$ cat config.mk
export PLATFORM = sky130hd
export DESIGN_NAME = lcdController
export DESIGN_NICKNAME = d
export VERILOG_FILES = /design/src/source/lcdPkg.sv /design/src/source/lcdCmdIf.sv /design/src/source/lcdBusTiming.sv /design/src/source/lcdCharBuffer.sv /design/src/source/lcdController.sv /design/src/source/lcdSequencer.sv
export SDC_FILE = /design/constraint.sdc
export NUM_CORES = 1
export LEC_CHECK = 0
export BUFFER_PORTS_ARGS = -buffer_cell sky130_fd_sc_hd__buf_4
export CORE_UTILIZATION = 45
export CTS_CLUSTER_DIAMETER = 80
export DETAILED_ROUTE_END_ITERATION = 7
export PLACE_DENSITY = 0.6
export SLEW_MARGIN = 20
export SYNTH_ARGS = -nofsm -noshare
export SYNTH_HDL_FRONTEND = slang
export SYNTH_SLANG_ARGS = --single-unit
$ cat constraint.sdc
create_clock -name clk -period 6.3 [get_ports clk]
set_clock_uncertainty 0.2 [all_clocks]
set_input_delay 0.315 -clock clk [delete_from_list [all_inputs] [get_ports clk]]
set_output_delay 0.315 -clock clk [all_outputs]
set_load 0.005 [all_outputs]
$ cat src/source/lcdPkg.sv
`default_nettype none

package lcdPkg;

    // one character code or one command byte
    typedef logic [7:0] charCode_t;

    // buffer address, 0 to 31
    typedef logic [4:0] charAddr_t;

    localparam int bufferDepth = 32;

    // command bytes of the usual 8-bit LCD command set
    typedef enum logic [7:0] {
        functionSet     = 8'h38,
        displayOff      = 8'h08,
        displayOn       = 8'h0C,
        displayClear    = 8'h01,
        entryModeSet    = 8'h06,
        cursorShift     = 8'h14,
        cursorHome      = 8'h02,
        // DDRAM address bases, first and second line
        setAddress      = 8'h80,
        setAddressLine2 = 8'hC0
    } lcdOpcode_t;

    // settling wait after a command
    typedef enum logic [1:0] {
        waitShort,
        waitMid,
        waitLong
    } waitKind_t;

    // sequencer progress
    typedef enum logic [2:0] {
        powerOn,
        initCmd,
        refreshAddr,
        refreshData,
        refreshCursor
    } seqState_t;

endpackage

`default_nettype wire

$ cat src/source/lcdCmdIf.sv
`default_nettype none

// one LCD command in flight, sequencer to bus timing
interface lcdCmdIf;

    logic              issue;
    lcdPkg::charCode_t cmdByte;
    // 0 = command, 1 = data
    logic              rsSel;
    lcdPkg::waitKind_t waitKind;
    logic              done;

    modport sequencer
    (
        output issue,
        output cmdByte,
        output rsSel,
        output waitKind,
        input  done
    );

    modport timing
    (
        input  issue,
        input  cmdByte,
        input  rsSel,
        input  waitKind,
        output done
    );

endinterface

`default_nettype wire

$ cat src/source/lcdBusTiming.sv
`default_nettype none

module lcdBusTiming
#(
    parameter int pulseCycles     = 26,
    parameter int shortWaitCycles = 2500,
    parameter int midWaitCycles   = 7500,
    parameter int longWaitCycles  = 250000
)
(
    input  logic              clk,
    input  logic              lcdOnIn,
    lcdCmdIf.timing           cmd,
    output lcdPkg::charCode_t lcdBus,
    output logic              lcdRsSelect,
    output logic              lcdEnableOut
);

    typedef enum logic [1:0] {
        idle,
        setup,
        pulse,
        settle
    } timingState_t;

    localparam int longestWait = (longWaitCycles > midWaitCycles) ?
        ((longWaitCycles > shortWaitCycles) ? longWaitCycles : shortWaitCycles) :
        ((midWaitCycles > shortWaitCycles) ? midWaitCycles : shortWaitCycles);
    localparam int maxCycles = (pulseCycles > longestWait) ? pulseCycles : longestWait;
    localparam int cntWidth  = $clog2(maxCycles + 1);

    localparam logic [cntWidth-1:0] pulseLast = cntWidth'(pulseCycles);

    timingState_t        state;
    logic [cntWidth-1:0] counter;
    logic [cntWidth-1:0] settleLen;
    lcdPkg::waitKind_t   waitLatched;

    // settle length of the command in flight
    always_comb
    begin
        case (waitLatched)
            lcdPkg::waitMid:  settleLen = cntWidth'(midWaitCycles);
            lcdPkg::waitLong: settleLen = cntWidth'(longWaitCycles);
            default:          settleLen = cntWidth'(shortWaitCycles);
        endcase
    end

    // last settle cycle
    assign cmd.done = (state == settle) && (counter == settleLen);

    always_ff @(posedge clk or negedge lcdOnIn)
    begin
        if (!lcdOnIn)
        begin
            state        <= idle;
            counter      <= '0;
            lcdBus       <= '0;
            lcdRsSelect  <= 1'b0;
            lcdEnableOut <= 1'b0;
        end
        else
        begin
            case (state)
                idle:
                begin
                    // latch the command, bus held until the next one
                    if (cmd.issue)
                    begin
                        lcdBus      <= cmd.cmdByte;
                        lcdRsSelect <= cmd.rsSel;
                        state       <= setup;
                    end
                end
                setup:
                begin
                    lcdEnableOut <= 1'b1;
                    counter      <= '0;
                    state        <= pulse;
                end
                pulse:
                begin
                    if (counter == pulseLast)
                    begin
                        lcdEnableOut <= 1'b0;
                        counter      <= '0;
                        state        <= settle;
                    end
                    else
                        counter <= counter + 1'b1;
                end
                default:
                begin
                    if (cmd.done)
                        state <= idle;
                    else
                        counter <= counter + 1'b1;
                end
            endcase
        end
    end

    always_ff @(posedge clk)
    begin
        if (state == idle && cmd.issue)
            waitLatched <= cmd.waitKind;
    end

endmodule

`default_nettype wire

$ cat src/source/lcdCharBuffer.sv
`default_nettype none

module lcdCharBuffer
(
    input  logic              clk,
    input  lcdPkg::charAddr_t writeAddr,
    input  lcdPkg::charCode_t charCode,
    input  lcdPkg::charAddr_t readAddr,
    output lcdPkg::charCode_t readData
);

    // one character code per display cell
    lcdPkg::charCode_t charMem [lcdPkg::bufferDepth];

    // written on every clock from outside
    always_ff @(posedge clk)
    begin
        charMem[writeAddr] <= charCode;
    end

    // registered read, valid one clock after readAddr
    always_ff @(posedge clk)
    begin
        readData <= charMem[readAddr];
    end

endmodule

`default_nettype wire

$ cat src/source/lcdController.sv
`default_nettype none

module lcdController
#(
    parameter int pulseCycles     = 26,
    parameter int shortWaitCycles = 2500,
    parameter int midWaitCycles   = 7500,
    parameter int longWaitCycles  = 250000,
    parameter int powerOnCycles   = 1000000
)
(
    input  logic              clk,
    input  logic              lcdOnIn,
    input  lcdPkg::charAddr_t writeAddr,
    input  lcdPkg::charCode_t charCode,
    output lcdPkg::charCode_t lcdBus,
    output logic              lcdOnOut,
    output logic              lcdReadWriteSel,
    output logic              lcdRsSelect,
    output logic              lcdEnableOut
);

    lcdPkg::charAddr_t readAddr;
    lcdPkg::charCode_t readData;

    lcdCmdIf cmdLink();

    // only writes go to the LCD
    assign lcdReadWriteSel = 1'b0;
    assign lcdOnOut        = lcdOnIn;

    lcdCharBuffer u_charBuffer
    (
        .clk       (clk),
        .writeAddr (writeAddr),
        .charCode  (charCode),
        .readAddr  (readAddr),
        .readData  (readData)
    );

    lcdSequencer #(
        .powerOnCycles (powerOnCycles)
    ) u_sequencer (
        .clk      (clk),
        .lcdOnIn  (lcdOnIn),
        .cmd      (cmdLink),
        .readData (readData),
        .readAddr (readAddr)
    );

    lcdBusTiming #(
        .pulseCycles     (pulseCycles),
        .shortWaitCycles (shortWaitCycles),
        .midWaitCycles   (midWaitCycles),
        .longWaitCycles  (longWaitCycles)
    ) u_busTiming (
        .clk          (clk),
        .lcdOnIn      (lcdOnIn),
        .cmd          (cmdLink),
        .lcdBus       (lcdBus),
        .lcdRsSelect  (lcdRsSelect),
        .lcdEnableOut (lcdEnableOut)
    );

endmodule

`default_nettype wire

$ cat src/source/lcdSequencer.sv
`default_nettype none

module lcdSequencer
#(
    parameter int powerOnCycles = 1000000
)
(
    input  logic              clk,
    input  logic              lcdOnIn,
    lcdCmdIf.sequencer        cmd,
    input  lcdPkg::charCode_t readData,
    output lcdPkg::charAddr_t readAddr
);

    localparam int powerWidth = $clog2(powerOnCycles + 1);
    localparam logic [powerWidth-1:0] powerLast = powerWidth'(powerOnCycles);
    // index of the last init command
    localparam logic [3:0] initLast = 4'd8;

    lcdPkg::seqState_t     state;
    lcdPkg::seqState_t     nextState;
    logic [powerWidth-1:0] powerCount;
    logic [3:0]            initIndex;
    lcdPkg::charAddr_t     addrCount;
    lcdPkg::charAddr_t     targetAddr;
    logic                  launch;
    lcdPkg::charCode_t     nextByte;
    logic                  nextRs;
    lcdPkg::waitKind_t     nextWait;

    // init order: function set x4, display off, clear, entry mode, display on, clear
    function automatic lcdPkg::charCode_t initByte(input logic [3:0] index);
        case (index)
            4'd4:    return lcdPkg::displayOff;
            4'd5:    return lcdPkg::displayClear;
            4'd6:    return lcdPkg::entryModeSet;
            4'd7:    return lcdPkg::displayOn;
            4'd8:    return lcdPkg::displayClear;
            default: return lcdPkg::functionSet;
        endcase
    endfunction

    function automatic lcdPkg::waitKind_t initWait(input logic [3:0] index);
        case (index)
            4'd0:    return lcdPkg::waitLong;
            4'd1,
            4'd2,
            4'd3:    return lcdPkg::waitMid;
            4'd4,
            4'd7:    return lcdPkg::waitShort;
            default: return lcdPkg::waitLong;
        endcase
    endfunction

    // first line for 0..15, second line for 16..31
    function automatic lcdPkg::charCode_t addrByte(input lcdPkg::charAddr_t addr);
        if (addr[4])
            return lcdPkg::setAddressLine2 | {4'h0, addr[3:0]};
        else
            return lcdPkg::setAddress | {3'b000, addr};
    endfunction

    // address of the next set-address command, wraps 31 to 0
    assign targetAddr = (state == lcdPkg::refreshCursor) ? addrCount + 1'b1 : addrCount;

    // the buffer reads the cell being refreshed
    assign readAddr = addrCount;

    // new command after the power-on wait, then one cycle after each done
    assign launch = (state == lcdPkg::powerOn) ? (powerCount == powerLast) : cmd.done;

    always_comb
    begin
        nextState = state;
        nextByte  = initByte(4'd0);
        nextRs    = 1'b0;
        nextWait  = initWait(4'd0);
        case (state)
            lcdPkg::powerOn:
            begin
                nextState = lcdPkg::initCmd;
            end
            lcdPkg::initCmd:
            begin
                if (initIndex == initLast)
                begin
                    nextState = lcdPkg::refreshAddr;
                    nextByte  = addrByte(targetAddr);
                    nextWait  = lcdPkg::waitShort;
                end
                else
                begin
                    nextByte = initByte(initIndex + 1'b1);
                    nextWait = initWait(initIndex + 1'b1);
                end
            end
            lcdPkg::refreshAddr:
            begin
                nextState = lcdPkg::refreshData;
                nextByte  = readData;
                nextRs    = 1'b1;
                nextWait  = lcdPkg::waitShort;
            end
            lcdPkg::refreshData:
            begin
                nextState = lcdPkg::refreshCursor;
                nextWait  = lcdPkg::waitShort;
                // home at the last cell, otherwise step right
                if (addrCount == lcdPkg::charAddr_t'(lcdPkg::bufferDepth - 1))
                    nextByte = lcdPkg::cursorHome;
                else
                    nextByte = lcdPkg::cursorShift;
            end
            default:
            begin
                nextState = lcdPkg::refreshAddr;
                nextByte  = addrByte(targetAddr);
                nextWait  = lcdPkg::waitShort;
            end
        endcase
    end

    always_ff @(posedge clk or negedge lcdOnIn)
    begin
        if (!lcdOnIn)
        begin
            state      <= lcdPkg::powerOn;
            powerCount <= '0;
            initIndex  <= '0;
            addrCount  <= '0;
            cmd.issue  <= 1'b0;
        end
        else
        begin
            cmd.issue <= launch;
            if (state == lcdPkg::powerOn && !launch)
                powerCount <= powerCount + 1'b1;
            if (launch)
            begin
                state <= nextState;
                if (state == lcdPkg::initCmd)
                    initIndex <= initIndex + 1'b1;
                if (nextState == lcdPkg::refreshAddr)
                    addrCount <= targetAddr;
            end
        end
    end

    // command fields, valid together with issue
    always_ff @(posedge clk)
    begin
        if (launch)
        begin
            cmd.cmdByte  <= nextByte;
            cmd.rsSel    <= nextRs;
            cmd.waitKind <= nextWait;
        end
    end

endmodule

`default_nettype wire

# Word level (Yosys, flattened, before mapping)
# Memories as Yosys holds them, arrays and structs flattened. A register that Yosys moved wholly into a read port is not among the register bits.
# Index checks and enable logic that the tools add are counted.
# totals
input_bits,15
regBits,76
word_cells,86
mem_bits_rw,256
memories,1
# classes
n_mux,23
eq_ne,26
reduce_logical,17
add_sub_neg,4
bitwise_logic,1
# memory_table
memory,depth,width,read_ports,rd_clocked_by_memory_dff,wr,line,source
u_charBuffer.charMem,32,8,1,1,1,lcdCharBuffer.sv:13,lcdPkg::charCode_t charMem [lcdPkg::bufferDepth];
# op_table
operator,count
$pmux W18 S3,1
$mux W18,2
$pmux W18 S2,1
$pmux W8 S4,1
$pmux W6 S4,1
$add A20 B1 Y20 const B,1
$eq A20 B20 Y1 const B,1
$add A18 B1 Y18 const B,1
$eq A18 B18 Y1,1
$eq A18 B5 Y1 const B,1
$eq A4 B3 Y1 const B,4
$pmux W3 S4,1
$mux W5,2
$reduce_and A2 Y1,5
$eq A3 B2 Y1 const B,3
$eq A4 B2 Y1 const B,2
$eq A4 B4 Y1 const B,2
$mux W2,4
$mux W8,1
$pmux W2 S2,2
$mux W7,1
$eq A2 B2 Y1 const B,3
$pmux W2 S3,1
$add A5 B1 Y5 const B,1
other kinds (22),28

# Longest topological paths before layout
# Gate-level depths: netlist of the first run.
# logic_depth
depth_word,7
depth_mapped,8
mapped_depth_nobuf,7

# Hierarchy
# From an unflattened synthesis of the first run, not the netlist that was laid out.
# unflattened
cells_unflattened,853
area_unflattened_um2,14446.4
# by_module_without_submodules
mod,area_per_inst_um2,cells_each,seq_area_each_um2,instances
lcdCharBuffer,10054.6,419,7847.5,1
lcdSequencer,2479.9,239,1156.1,1
lcdBusTiming,1893.1,192,810.8,1
lcdController,18.8,3,0.0,1

# Worst setup path before layout of the first run
# OpenSTA, ideal clock, no wires.
# synth_path
path_kind,register to register
from,reg u_sequencer.powerCount[3]
to,reg u_sequencer.cmd.cmdByte[0] (enable)
path_stages_with_launch,5
slack_ns,3.486
period_less_slack_ns,2.814
t_arrival_ns,2.218
n_path_buf,0
setup_time_ns,0.396
path_cell_list,dfrtp_1 -> or4b_1 -> nor4_1 -> nand4_1 -> o21ai_0
# synth_via
elab_chain_cells,2
# synth_rtl
element,line,source
from (decl),lcdSequencer.sv:22,logic [powerWidth-1:0] powerCount;
from (signal assigned),lcdSequencer.sv:137,powerCount <= powerCount + 1'b1;
$eq A20 B20 Y1,lcdSequencer.sv:70,assign launch = (state == lcdPkg::powerOn) ? (powerCount == powerLast) : cmd.done;
$mux W1,lcdSequencer.sv:70,
named net u_sequencer.launch,lcdSequencer.sv:26,logic launch;
to (signal assigned),lcdSequencer.sv:154,cmd.cmdByte <= nextByte;
to (decl),lcdCmdIf.sv:16,"output cmdByte,"
# The timed path passes the listed nets, and every way through them passes these cells.
# A chain may end at the register's enable or synchronous reset.

==> results of run 1 <==
[cells by family after synthesis]
logic type	count (synthesis)	share of synthesized area, %
xor+xnor	43	2.67
other cells	1	0.0266
simple gates	188	6.95
flops	340	69.7
mux	109	15.1
buf+inv	52	1.70
compound gates	43	2.33
fa+ha+maj	18	1.60
[final timing paths]
check	start	end	slack, ns	depth (start not counted)
setup reg to reg	u_sequencer.readAddr[0]	u_charBuffer.readData[4]	3.05	4
hold / removal	u_sequencer.cmd.waitKind[1]	u_busTiming.waitLatched[1]	0.22	0
max in group asynchronous	lcdOnIn	u_sequencer.readAddr[0]	5.06	2
setup / recovery	u_sequencer.readAddr[0]	u_charBuffer.readData[4]	3.05	4
hold reg to reg	u_sequencer.cmd.waitKind[1]	u_busTiming.waitLatched[1]	0.22	0
min in group asynchronous	lcdOnIn	u_busTiming.counter[8]	0.24	2
[cells in the final DEF (no fill, tap or decap), drive strengths merged, types with 15 or more instances in the layout]
master / synthesis / routed
edfxtp: 269 / 269
xor2: 15 / 15
buf: 16 / 30
inv: 18 / 20
ha: 18 / 18
mux2: 23 / 23
nand4: 16 / 16
clkbuf: 18 / 54
nand3: 19 / 19
mux4: 80 / 80
nand2: 28 / 28
nor2: 61 / 61
xnor2: 28 / 28
dfrtp: 63 / 63
[cell type report]
class,count,area [sq um],share of cell area [%]
inverter,18,67.6,0.425
clock inverter,11,134,0.842
sequential,340,9820,61.7
multi-input combinational,402,4050,25.4
timing repair buffer,39,315,1.98
clock buffer,54,1030,6.48
tap,396,495,3.11
[power groups by stage]
| stage | combinational (mW) | sequential, mW | clock [mW] |
|---|---|---|---|
| floorplan | 0.0288 | 2.51 | 0 |
| global placement | 0.0776 | 2.51 | 0 |
| detailed placement | 0.0827 | 2.52 | 0 |
| CTS | 0.0871 | 2.47 | 2.12 |
| global route | 0.0941 | 2.47 | 2.20 |
| finish | 0.0855 | 2.47 | 2.07 |
[Yosys cell counts, drive strengths merged, types with 9 or more instances]
library cell	n	area share [%]
edfxtp	269	57
mux4	80	13
dfrtp	63	11
nor2	61	1.6
nand2	28	0.75
xnor2	28	1.7
mux2	23	1.8
nand3	19	0.68
clkbuf	18	0.48
ha	18	1.6
inv	18	0.48
buf	16	0.74
nand4	16	0.71
xor2	15	0.93
and3	11	0.49
nor4	9	0.44
o21ai	9	0.32
[worst max-delay path, cell delays in order (launching register included)]
cell     delay, ns
dfrtp_4       0.87
buf_4         0.69
mux4_2        0.60
mux4_2        0.47
mux2_2        0.28
[per-layer routing]
layer | part of all wire [%] | global-route usage, % | vias up
met3 | 5.4 | 3.31 | 49
met5 | 0 | 0 | -
met1 | 42 | 24.7 | 3728
met4 | 2.4 | 5.65 | 0
li1 | - | - | 3216
met2 | 50 | 31.6 | 214
[per-stage QoR]
stage / instance area, sq um / setup slack (ns) / utilization [%] / total power, mW
after global routing: 15900 / 2.81 / 51.9 / 4.77
after floorplan: 14100 / 3.49 / - / 2.54
final: 15900 / 3.05 / 51.9 / 4.63
after CTS: 15900 / 2.98 / 51.9 / 4.68
after detailed placement: 14600 / 3.00 / 47.8 / 2.60
after global placement: 14600 / 3.06 / 47.7 / 2.59
[registers in the layout, summed over array words and instances, names as in the netlist]
register	count
u_busTiming.lcdBus	8
u_busTiming.state	2
u_busTiming.waitLatched	2
u_sequencer.cmd.rsSel	1
u_busTiming.lcdRsSelect	1
u_busTiming.lcdEnableOut	1
u_charBuffer.charMem	256
u_sequencer.state	3
u_sequencer.cmd.cmdByte	8
u_sequencer.initIndex	4
u_busTiming.counter	18
u_sequencer.readAddr	5
u_sequencer.cmd.waitKind	2
u_sequencer.cmd.issue	1
u_sequencer.powerCount	20
u_charBuffer.readData	8
==> flow_metrics.py, run 1 <==
metrics = {
    "global_route": {
        "grt_max_degree": 69,
        "grt_pass1_vias": 7406,
        "overflow": 0,
        "antenna_found_initial": 0,
        "grt_pass1_wl_mm": 44.0,
        "track_usage_pct": 18.7,
    },
    "placement": {
        "place_congestion": 0.855,
        "dp_hpwl_mm": 17.5,
        "numPortBuffers": 25,
        "dp.cells": 1186,
    },
    "worst_setup_path": {
        "worstPathArrival_ns": 3.46,
        "crit_required_ns": 6.51,
        "cp-end-kind": "flop",
        "worstPathMaxFanout": 36,
        "criticalPathCategory": "flop to flop",
        "startpoint_type": "flop",
    },
    "floorplanning": {
        "core-area_sq_um": 30700,
        "ioPinCount": 27,
        "die-area_sq_um": 32000,
        "num_rows": 64,
        "chipHeight_um": 179,
        "initial_utilization_pct": 45.9,
        "die_w_um": 179,
    },
    "layout": {
        "syn2layout_area_growth_pct": 12.9,
        "nets": 872,
        "n_antenna_cell": 0,
        "stdcell_count": 1260,
        "fillers": 2447,
        "post_route_cells_drive_above_1_share_pct": 22.5,
    },
    "clock_network": {
        "cts_sinks": 340,
        "post_cts_resize_count": 0,
        "clock_path_buffers": 3,
        "path_clk_slew_ns": 0.06,
        "cts_setup_buffers": 0,
        "cts_tree": "done",
        "cts_hold_repair.buffers": 9,
        "htreeDepth": 2,
        "clk_latency_ns": 0.53,
        "cts-root-buf": "clkbuf_16",
        "cts_buffers": 38,
    },
    "timing": {
        "worst_slew_pin_slew_ns": 1.13,
        "max_freq_ghz": 0.307,
        "hold_slack_ns": 0.218,
        "min_period_over_period_pct": 51.7,
        "fin_tns_setup_ns": 0,
        "fin_crit_ns": 3.25,
        "hold_viol_final": 0,
        "relSlewSlack_pct": 24.1,
        "slew_viol_final": 0,
        "rsz0062_at_grt": "no",
        "setup_violations": 0,
    },
    "synth": {
        "synth_cells": 794,
        "netlist_area_sq_um": 14100,
        "synthFlopType": "edfxtp_1",
        "async_reset_ff_share_pct": 18.5,
        "ys_ff_latch": 340,
        "ys_warn_count": 0,
        "avgSynthCellArea_sq_um": 17.7,
        "seq_area_frac_synth_pct": 69.7,
        "syn_nets": 827,
        "synth_edf_count": 269,
        "synth_cell_type_count": 60,
    },
    "route": {
        "drtIter0Drc": 599,
        "wl_mm": 28.4,
        "antenna_left": 0,
        "drc": 0,
        "viasPerCell": 5.72,
        "via_count": 7207,
        "drt_first_pass_iters": 5,
        "wire_per_inst_um": 22.5,
    },
    "pwr": {
        "p_switching_uw": 916,
        "p_int_mw": 3.71,
        "irDropWorstVdd_mv": 0.270,
        "power_frac_clock_pct": 44.8,
        "p_leak_nw": 5.37,
        "p_comb_share_pct": 1.8,
        "p_per_area_nw_per_um2": 291,
        "p_seq_share_pct": 53.3,
        "swShare_pct": 19.8,
    },
    "hold_path": {
        "hp-class": "flop to flop",
    },
    "flow_run": {
        "cap_violations": 0,
    },
    "status": {
        "status": "finished clean",
    },
}
Power figures use the tool's default switching activity.
==> inputs of run 2 (changes only) <==
clock period = 3.1 ns   (was 6.3 ns; I/O delays follow)
==> flow_metrics.py, run 2 (synthesis gave the netlist of run 1 again) <==
metrics = {
    "floorplanning": {
        "die-area_sq_um": 32000,
        "chipHeight_um": 179,
        "initial_utilization_pct": 45.9,
        "core-area_sq_um": 30700,
        "die_w_um": 179,
        "ioPinCount": 27,
        "num_rows": 64,
    },
    "clock_network": {
        "clk_latency_ns": 0.53,
        "cts-root-buf": "clkbuf_16",
        "cts_buffers": 38,
        "htreeDepth": 2,
        "cts_setup_buffers": 0,
        "cts_tree": "done",
        "path_clk_slew_ns": 0.06,
        "cts_sinks": 340,
        "clock_path_buffers": 3,
    },
    "worst_setup_path": {
        "path_common_cell": "mux4_2",
        "worstPathArrival_ns": 2.88,
        "crit_buf_inv": 1,
        "cp-end-kind": "flop",
        "cpLargestDelayFamily": "multiplexers",
        "cpPeakStageDelay_ns": 0.96,
        "cp_slowest_cell": "dfrtp_2",
        "cp_cell_sequence": "buf_12 -> mux4_2 -> mux4_2 -> mux2_2",
        "worstPathMaxFanout": 35,
        "startpoint_type": "flop",
        "crit_required_ns": 3.30,
        "criticalPathCategory": "flop to flop",
    },
    "placement": {
        "numPortBuffers": 25,
        "dp_hpwl_mm": 17.7,
        "placed_area_sq_um": 14900,
        "place_congestion": 0.790,
    },
    "route": {
        "via_count": 7348,
        "drtIter0Drc": 536,
        "drt_first_pass_iters": 5,
        "wire_per_inst_um": 22.5,
        "drc": 0,
        "viasPerCell": 5.67,
        "antenna_left": 0,
        "wl_mm": 29.1,
    },
    "global_route": {
        "grt_max_degree": 37,
        "grt_pass1_vias": 7663,
        "grt_pass1_wl_mm": 44.6,
        "overflow": 0,
        "antenna_found_initial": 1,
        "track_usage_pct": 19.1,
    },
    "layout": {
        "fin_area_sq_um": 16200,
        "final_common_cell": "edfxtp_1",
        "final_cell_mix": "269 x edfxtp_1, 80 x mux4_2, 61 x nor2_1, 61 x dfrtp_1, 56 x buf_4",
        "fillers": 2461,
        "nets": 904,
        "seq_area_sq_um": 9820,
        "multi_input_area_sq_um": 4030,
        "post_route_cells_drive_above_1_share_pct": 24.8,
        "top_register": "u_charBuffer.charMem",
        "n_antenna_cell": 0,
        "largest_reg_flops": 256,
        "reg_top3": "u_charBuffer.charMem (256), u_sequencer.powerCount (20), u_busTiming.counter (18)",
        "syn2layout_area_growth_pct": 15.1,
    },
    "pwr": {
        "p_switching_mw": 1.89,
        "power_frac_clock_pct": 44.8,
        "p_leak_nw": 5.55,
        "swShare_pct": 20.0,
        "p_per_area_nw_per_um2": 582,
        "p_comb_share_pct": 2.0,
        "p_seq_share_pct": 53.2,
        "p_int_mw": 7.54,
        "irDropWorstVdd_mv": 0.485,
    },
    "timing": {
        "worst_slew_pin_slew_ns": 1.03,
        "rsz0062_at_grt": "no",
        "hold_viol_final": 0,
        "fin_tns_setup_ns": 0,
        "slew_viol_final": 0,
        "min_period_over_period_pct": 86.5,
        "max_freq_ghz": 0.373,
        "relSlewSlack_pct": 30.9,
        "setup_violations": 0,
        "fin_crit_ns": 2.68,
    },
    "status": {
        "status": "finished clean",
    },
    "hold_path": {
        "hp-class": "input pin to flop",
    },
    "flow_run": {
        "cap_violations": 0,
    },
}
-- run 2: cell types whose count changed in the layout (fill, tap and decap cells not counted), sizes merged --
cell | previous run | this run
inv | 20 | 19
buf | 30 | 61
clkinvlp | 0 | 4
dlygate4sd3 | 9 | 10
clkinv | 7 | 9
clkbuf | 54 | 53
-- run 2: layout make-up --
type | instances | area share, %
well taps | 396 | 3.06
inverters | 18 | 0.417
clock buffers | 53 | 6.27
multi-input cells | 402 | 24.9
repair buffers | 71 | 3.83
flip-flops and latches | 340 | 60.6
clock inverters | 16 | 1.00
-- run 2: power by group through the flow --
| stage | combinational, mW | sequential (mW) | clock [mW] |
|---|---|---|---|
| finish | 0.186 | 5.02 | 4.23 |
| global route | 0.204 | 5.02 | 4.51 |
| CTS | 0.191 | 5.02 | 4.33 |
| detailed placement | 0.177 | 5.11 | 0 |
| global placement | 0.167 | 5.11 | 0 |
| floorplan | 0.0586 | 5.10 | 0 |
-- run 2: repair_timing --
action | CTS | global route
hold buffers | 11 | 0
endpoints found under the setup margin | 0 | 0
gates resized for setup | 0 | 0
hold endpoints to repair | 319 | 0
-- run 2: per-layer routing --
metal / wire (um) / global-route usage (%) / share of wire, %
met5: 0 / 0 / 0
met4: 527 / 4.84 / 1.8
met3: 1120 / 2.88 / 3.9
met2: 14800 / 32.9 / 51
met1: 12700 / 25.3 / 44
-- run 2: worst min-delay path, cell delays in order --
cell     delay [ns]
buf_4          0.14
nand2_1        0.12
nor2_1         0.05
buf_4          0.19
-- run 2: path summary, 6_finish.rpt --
check / startpoint / end / slack, ns / depth (start not counted)
setup / recovery: u_sequencer.readAddr[1] / u_charBuffer.readData[5] / 0.42 / 4
hold / removal: writeAddr[3] / u_charBuffer.charMem[10][4] / 0.10 / 4
setup reg to reg: u_sequencer.readAddr[1] / u_charBuffer.readData[5] / 0.42 / 4
hold reg to reg: u_sequencer.cmd.waitKind[1] / u_busTiming.waitLatched[1] / 0.22 / 0
max in group asynchronous: lcdOnIn / u_sequencer.powerCount[15] / 1.86 / 4
min in group asynchronous: lcdOnIn / u_busTiming.counter[1] / 0.52 / 4
-- run 2: per-stage QoR --
stage | hold WS [ns] | setup slack (ns) | power, mW | util (%) | std cells
final | 0.104 | 0.418 | 9.43 | 52.9 | 1296
after global routing | 0.113 | 0.315 | 9.73 | 52.9 | 1296
after CTS | 0.0875 | 0.392 | 9.54 | 52.9 | 1296
after detailed placement | -0.0243 | 0.396 | 5.29 | 48.6 | 1216
after global placement | -0.0443 | 0.428 | 5.27 | 48.6 | 1216
after floorplan | -0.341 | 0.286 | 5.16 | - | 794
==> inputs of run 3 (changes only) <==
--- a/config.mk
+++ b/config.mk
@@ -6,4 +6,5 @@
 export NUM_CORES = 1
 export LEC_CHECK = 0
+export ABC_AREA = 1
 export BUFFER_PORTS_ARGS = -buffer_cell sky130_fd_sc_hd__buf_4
 export CORE_UTILIZATION = 45
@@ -14,3 +15,4 @@
 export SYNTH_ARGS = -nofsm -noshare
 export SYNTH_HDL_FRONTEND = slang
+export SYNTH_HIERARCHICAL = 1
 export SYNTH_SLANG_ARGS = --single-unit
==> constraint.sdc (replaced) <==
create_clock -name clk -period 3.1 [get_ports clk]
set_clock_uncertainty 0.2 [all_clocks]
set_input_delay 0 -clock clk [delete_from_list [all_inputs] [get_ports clk]]
set_output_delay 0 -clock clk [all_outputs]
set_load 0.005 [all_outputs]
==> flow_metrics.py, run 3 <==
metrics = {
    "synth": {
        "synth_cell_type_count": 42,
        "synth_most_common_cell": "nand2_1",
        "yosys-top-cells-area": "edfxtp_1 52%, nand2_1 14%, dfrtp_1 10%, nand3_1 7.9%, buf_6 2.2%",
        "netlist_area_sq_um": 15600,
        "synth_cells": 1565,
        "synth_top_cell_by_area": "edfxtp_1",
        "synth_top_area_share_pct": 51.8,
        "syn_nets": 1598,
        "seq_area_frac_synth_pct": 62.9,
        "ys_warn_count": 6,
        "synthFlopType": "edfxtp_1",
        "synth_edf_count": 269,
        "avgSynthCellArea_sq_um": 9.97,
        "ys_ff_latch": 340,
        "synth_common_cells": "588 x nand2_1, 269 x edfxtp_1, 245 x nand3_1",
        "async_reset_ff_share_pct": 18.5,
    },
    "floorplanning": {
        "ioPinCount": 27,
        "initial_utilization_pct": 46.2,
        "chipHeight_um": 188,
        "num_rows": 67,
        "die-area_sq_um": 35400,
        "die_w_um": 188,
        "core-area_sq_um": 33800,
    },
    "global_route": {
        "grt_util_met1_pct": 28.3,
        "top_usage_layer": "met2",
        "grt_max_degree": 85,
        "use_met3_pct": 3.03,
        "grtUsageMet2_pct": 32.4,
        "overflow": 0,
        "antenna_found_initial": 0,
        "grt_pass1_vias": 10200,
        "track_usage_pct": 20.1,
        "grt_pass1_wl_mm": 55.9,
    },
    "timing": {
        "worst_slew_pin_slew_ns": 0.902,
        "setup_slack_ns": 0.727,
        "slew_viol_final": 0,
        "hold_viol_final": 0,
        "min_period_over_period_pct": 76.5,
        "fin_tns_setup_ns": 0,
        "rsz0062_at_grt": "no",
        "hold_slack_ns": 0.219,
        "setup_violations": 0,
        "fin_crit_ns": 2.37,
        "max_freq_ghz": 0.421,
        "relSlewSlack_pct": 39.7,
    },
    "layout": {
        "final_cell_mix": "588 x nand2_1, 269 x edfxtp_1, 245 x nand3_1",
        "syn2layout_area_growth_pct": 11.4,
        "nets": 1625,
        "post_route_cells_drive_above_1_share_pct": 7.90,
        "top_register": "u_charBuffer/charMem",
        "n_antenna_cell": 0,
        "fin_util_pct": 51.4,
        "largest_reg_flops": 256,
        "reg_top3": "u_charBuffer/charMem (256), u_sequencer/powerCount (20), u_busTiming/counter (18)",
        "final_common_cell": "nand2_1",
        "fillers": 3030,
    },
    "worst_setup_path": {
        "criticalPathCategory": "flop to flop",
        "startpoint_type": "flop",
        "crit_required_ns": 3.31,
        "cp-end-kind": "flop",
        "cp_slowest_cell": "edfxtp_1",
        "worstPathArrival_ns": 2.58,
        "cpPeakStageDelay_ns": 0.38,
        "crit_buf_inv": 3,
        "cpLargestDelayFamily": "simple AND/OR/NAND/NOR gates",
        "path_common_cell": "nand2_1",
        "worstPathMaxFanout": 23,
        "cp_cell_sequence": "inv_1 -> ha_1 -> inv_1 -> nand3_1 -> nor2_1 -> nor2_1 -> nor2_1 -> nand2_1 -> inv_1 -> nand2_1 -> nand2_2 -> nand2_4 -> nand2_1 -> nand2_1",
    },
    "pwr": {
        "p_per_area_nw_per_um2": 555,
        "p_switching_mw": 1.95,
        "p_leak_nw": 6.83,
        "swShare_pct": 20.2,
        "p_seq_share_pct": 52.0,
        "irDropWorstVdd_mv": 0.461,
        "p_comb_share_pct": 2.0,
        "power_frac_clock_pct": 46.0,
        "p_int_mw": 7.69,
    },
    "route": {
        "drt_first_pass_iters": 7,
        "wire_per_inst_um": 16.9,
        "wl_mm": 34.9,
        "antenna_left": 0,
        "viasPerCell": 5.18,
        "drtIter0Drc": 945,
        "via_count": 10700,
        "drc": 0,
    },
    "hold_path": {
        "hp-class": "flop to flop",
    },
    "placement": {
        "place_ws_ns": 0.762,
        "place_congestion": 0.894,
        "numPortBuffers": 25,
        "dp_hpwl_mm": 21.3,
    },
    "flow_run": {
        "cap_violations": 0,
    },
    "clock_network": {
        "clk_latency_ns": 0.54,
        "path_clk_slew_ns": 0.06,
        "cts_tree": "done",
        "htreeDepth": 2,
        "cts_sinks": 340,
        "clock_path_buffers": 3,
        "cts_buffers": 38,
        "cts-root-buf": "clkbuf_16",
    },
    "status": {
        "status": "finished clean",
    },
}
-- run 3: cell types whose count changed in the layout (fill, tap and decap cells not counted), sizes merged, moves of 8 or more --
cell,change
nand2,+567
nand3,+227
mux4,-80
inv,+72
o21ai,+26
xnor2,-24
mux2,-23
buf,-22
nor2,+21
and3,-11
nor3,+11
a21oi,+9
nor4,-9
xor2,+8
-- run 3: power by group through the flow --
stage | clock network (mW) | logic [mW] | registers (mW)
2_1_floorplan | 0 | 0.0582 | 5.11
3_3_place_gp | 0 | 0.174 | 5.11
3_5_place_dp | 0 | 0.178 | 5.11
4_1_cts | 4.53 | 0.197 | 5.01
5_1_grt | 4.71 | 0.214 | 5.02
6_report | 4.43 | 0.192 | 5.01
-- run 3: cell families (layout without fill, tap and decap cells) --
| group | after synthesis | in the layout | synth area share, % |
|---|---|---|---|
| simple gates | 961 | 961 | 26.2 |
| flops | 340 | 340 | 62.9 |
| buf+inv | 158 | 214 | 5.59 |
| compound gates | 60 | 60 | 2.34 |
| xor+xnor | 27 | 27 | 1.52 |
| fa+ha+maj | 18 | 18 | 1.44 |
| other cells | 1 | 1 | 0.0240 |
-- run 3: what timing repair did --
action	4_1_cts	5_1_grt
endpoints found under the hold margin	496	0
setup buffers	0	0
hold buffers	16	0
gates resized for setup	0	0
-- run 3: worst register-to-register path: cells and delay by family, from the launching register on --
family	cells	cell delay (ns)
fa+ha+maj	1	0.24
flops	1	0.38
buf+inv	3	0.26
simple gates	10	1.17
-- run 3: path summary, 6_finish.rpt --
path	startpoint	to	slack, ns	cells after the start
max	u_busTiming/waitLatched[0]	u_sequencer/readAddr[4]	0.73	14
min	u_sequencer/cmd.waitKind[1]	u_busTiming/waitLatched[1]	0.22	0
max reg2reg	u_busTiming/waitLatched[0]	u_sequencer/readAddr[4]	0.73	14
min reg2reg	u_sequencer/cmd.waitKind[1]	u_busTiming/waitLatched[1]	0.22	0
max in group asynchronous	lcdOnIn	u_sequencer/powerCount[2]	2.00	4
min in group asynchronous	lcdOnIn	u_busTiming/counter[11]	0.35	4
-- run 3: area by class of cell --
class	count	area, sq um	area share, %
sequential	340	9820	56.5
clock inverter	18	185	1.07
clock buffer	51	1050	6.04
inverter	91	347	1.99
timing repair buffer	54	505	2.91
tap	448	561	3.23
multi-input combinational	1067	4910	28.3
-- run 3: layer usage --
layer | share of wire, % | routed length [um]
met5 | 0 | 0
met4 | 2.2 | 759
met3 | 4.6 | 1620
met2 | 47 | 16400
met1 | 46 | 16100
-- run 3: stage by stage --
step / std cells / instance area, sq um / total power [mW]
6_report: 2069 / 17400 / 9.64
5_1_grt: 2069 / 17400 / 9.95
4_1_cts: 2069 / 17400 / 9.74
3_5_place_dp: 1984 / 16000 / 5.29
3_3_place_gp: 1984 / 16000 / 5.28
2_1_floorplan: 1565 / 15600 / 5.16
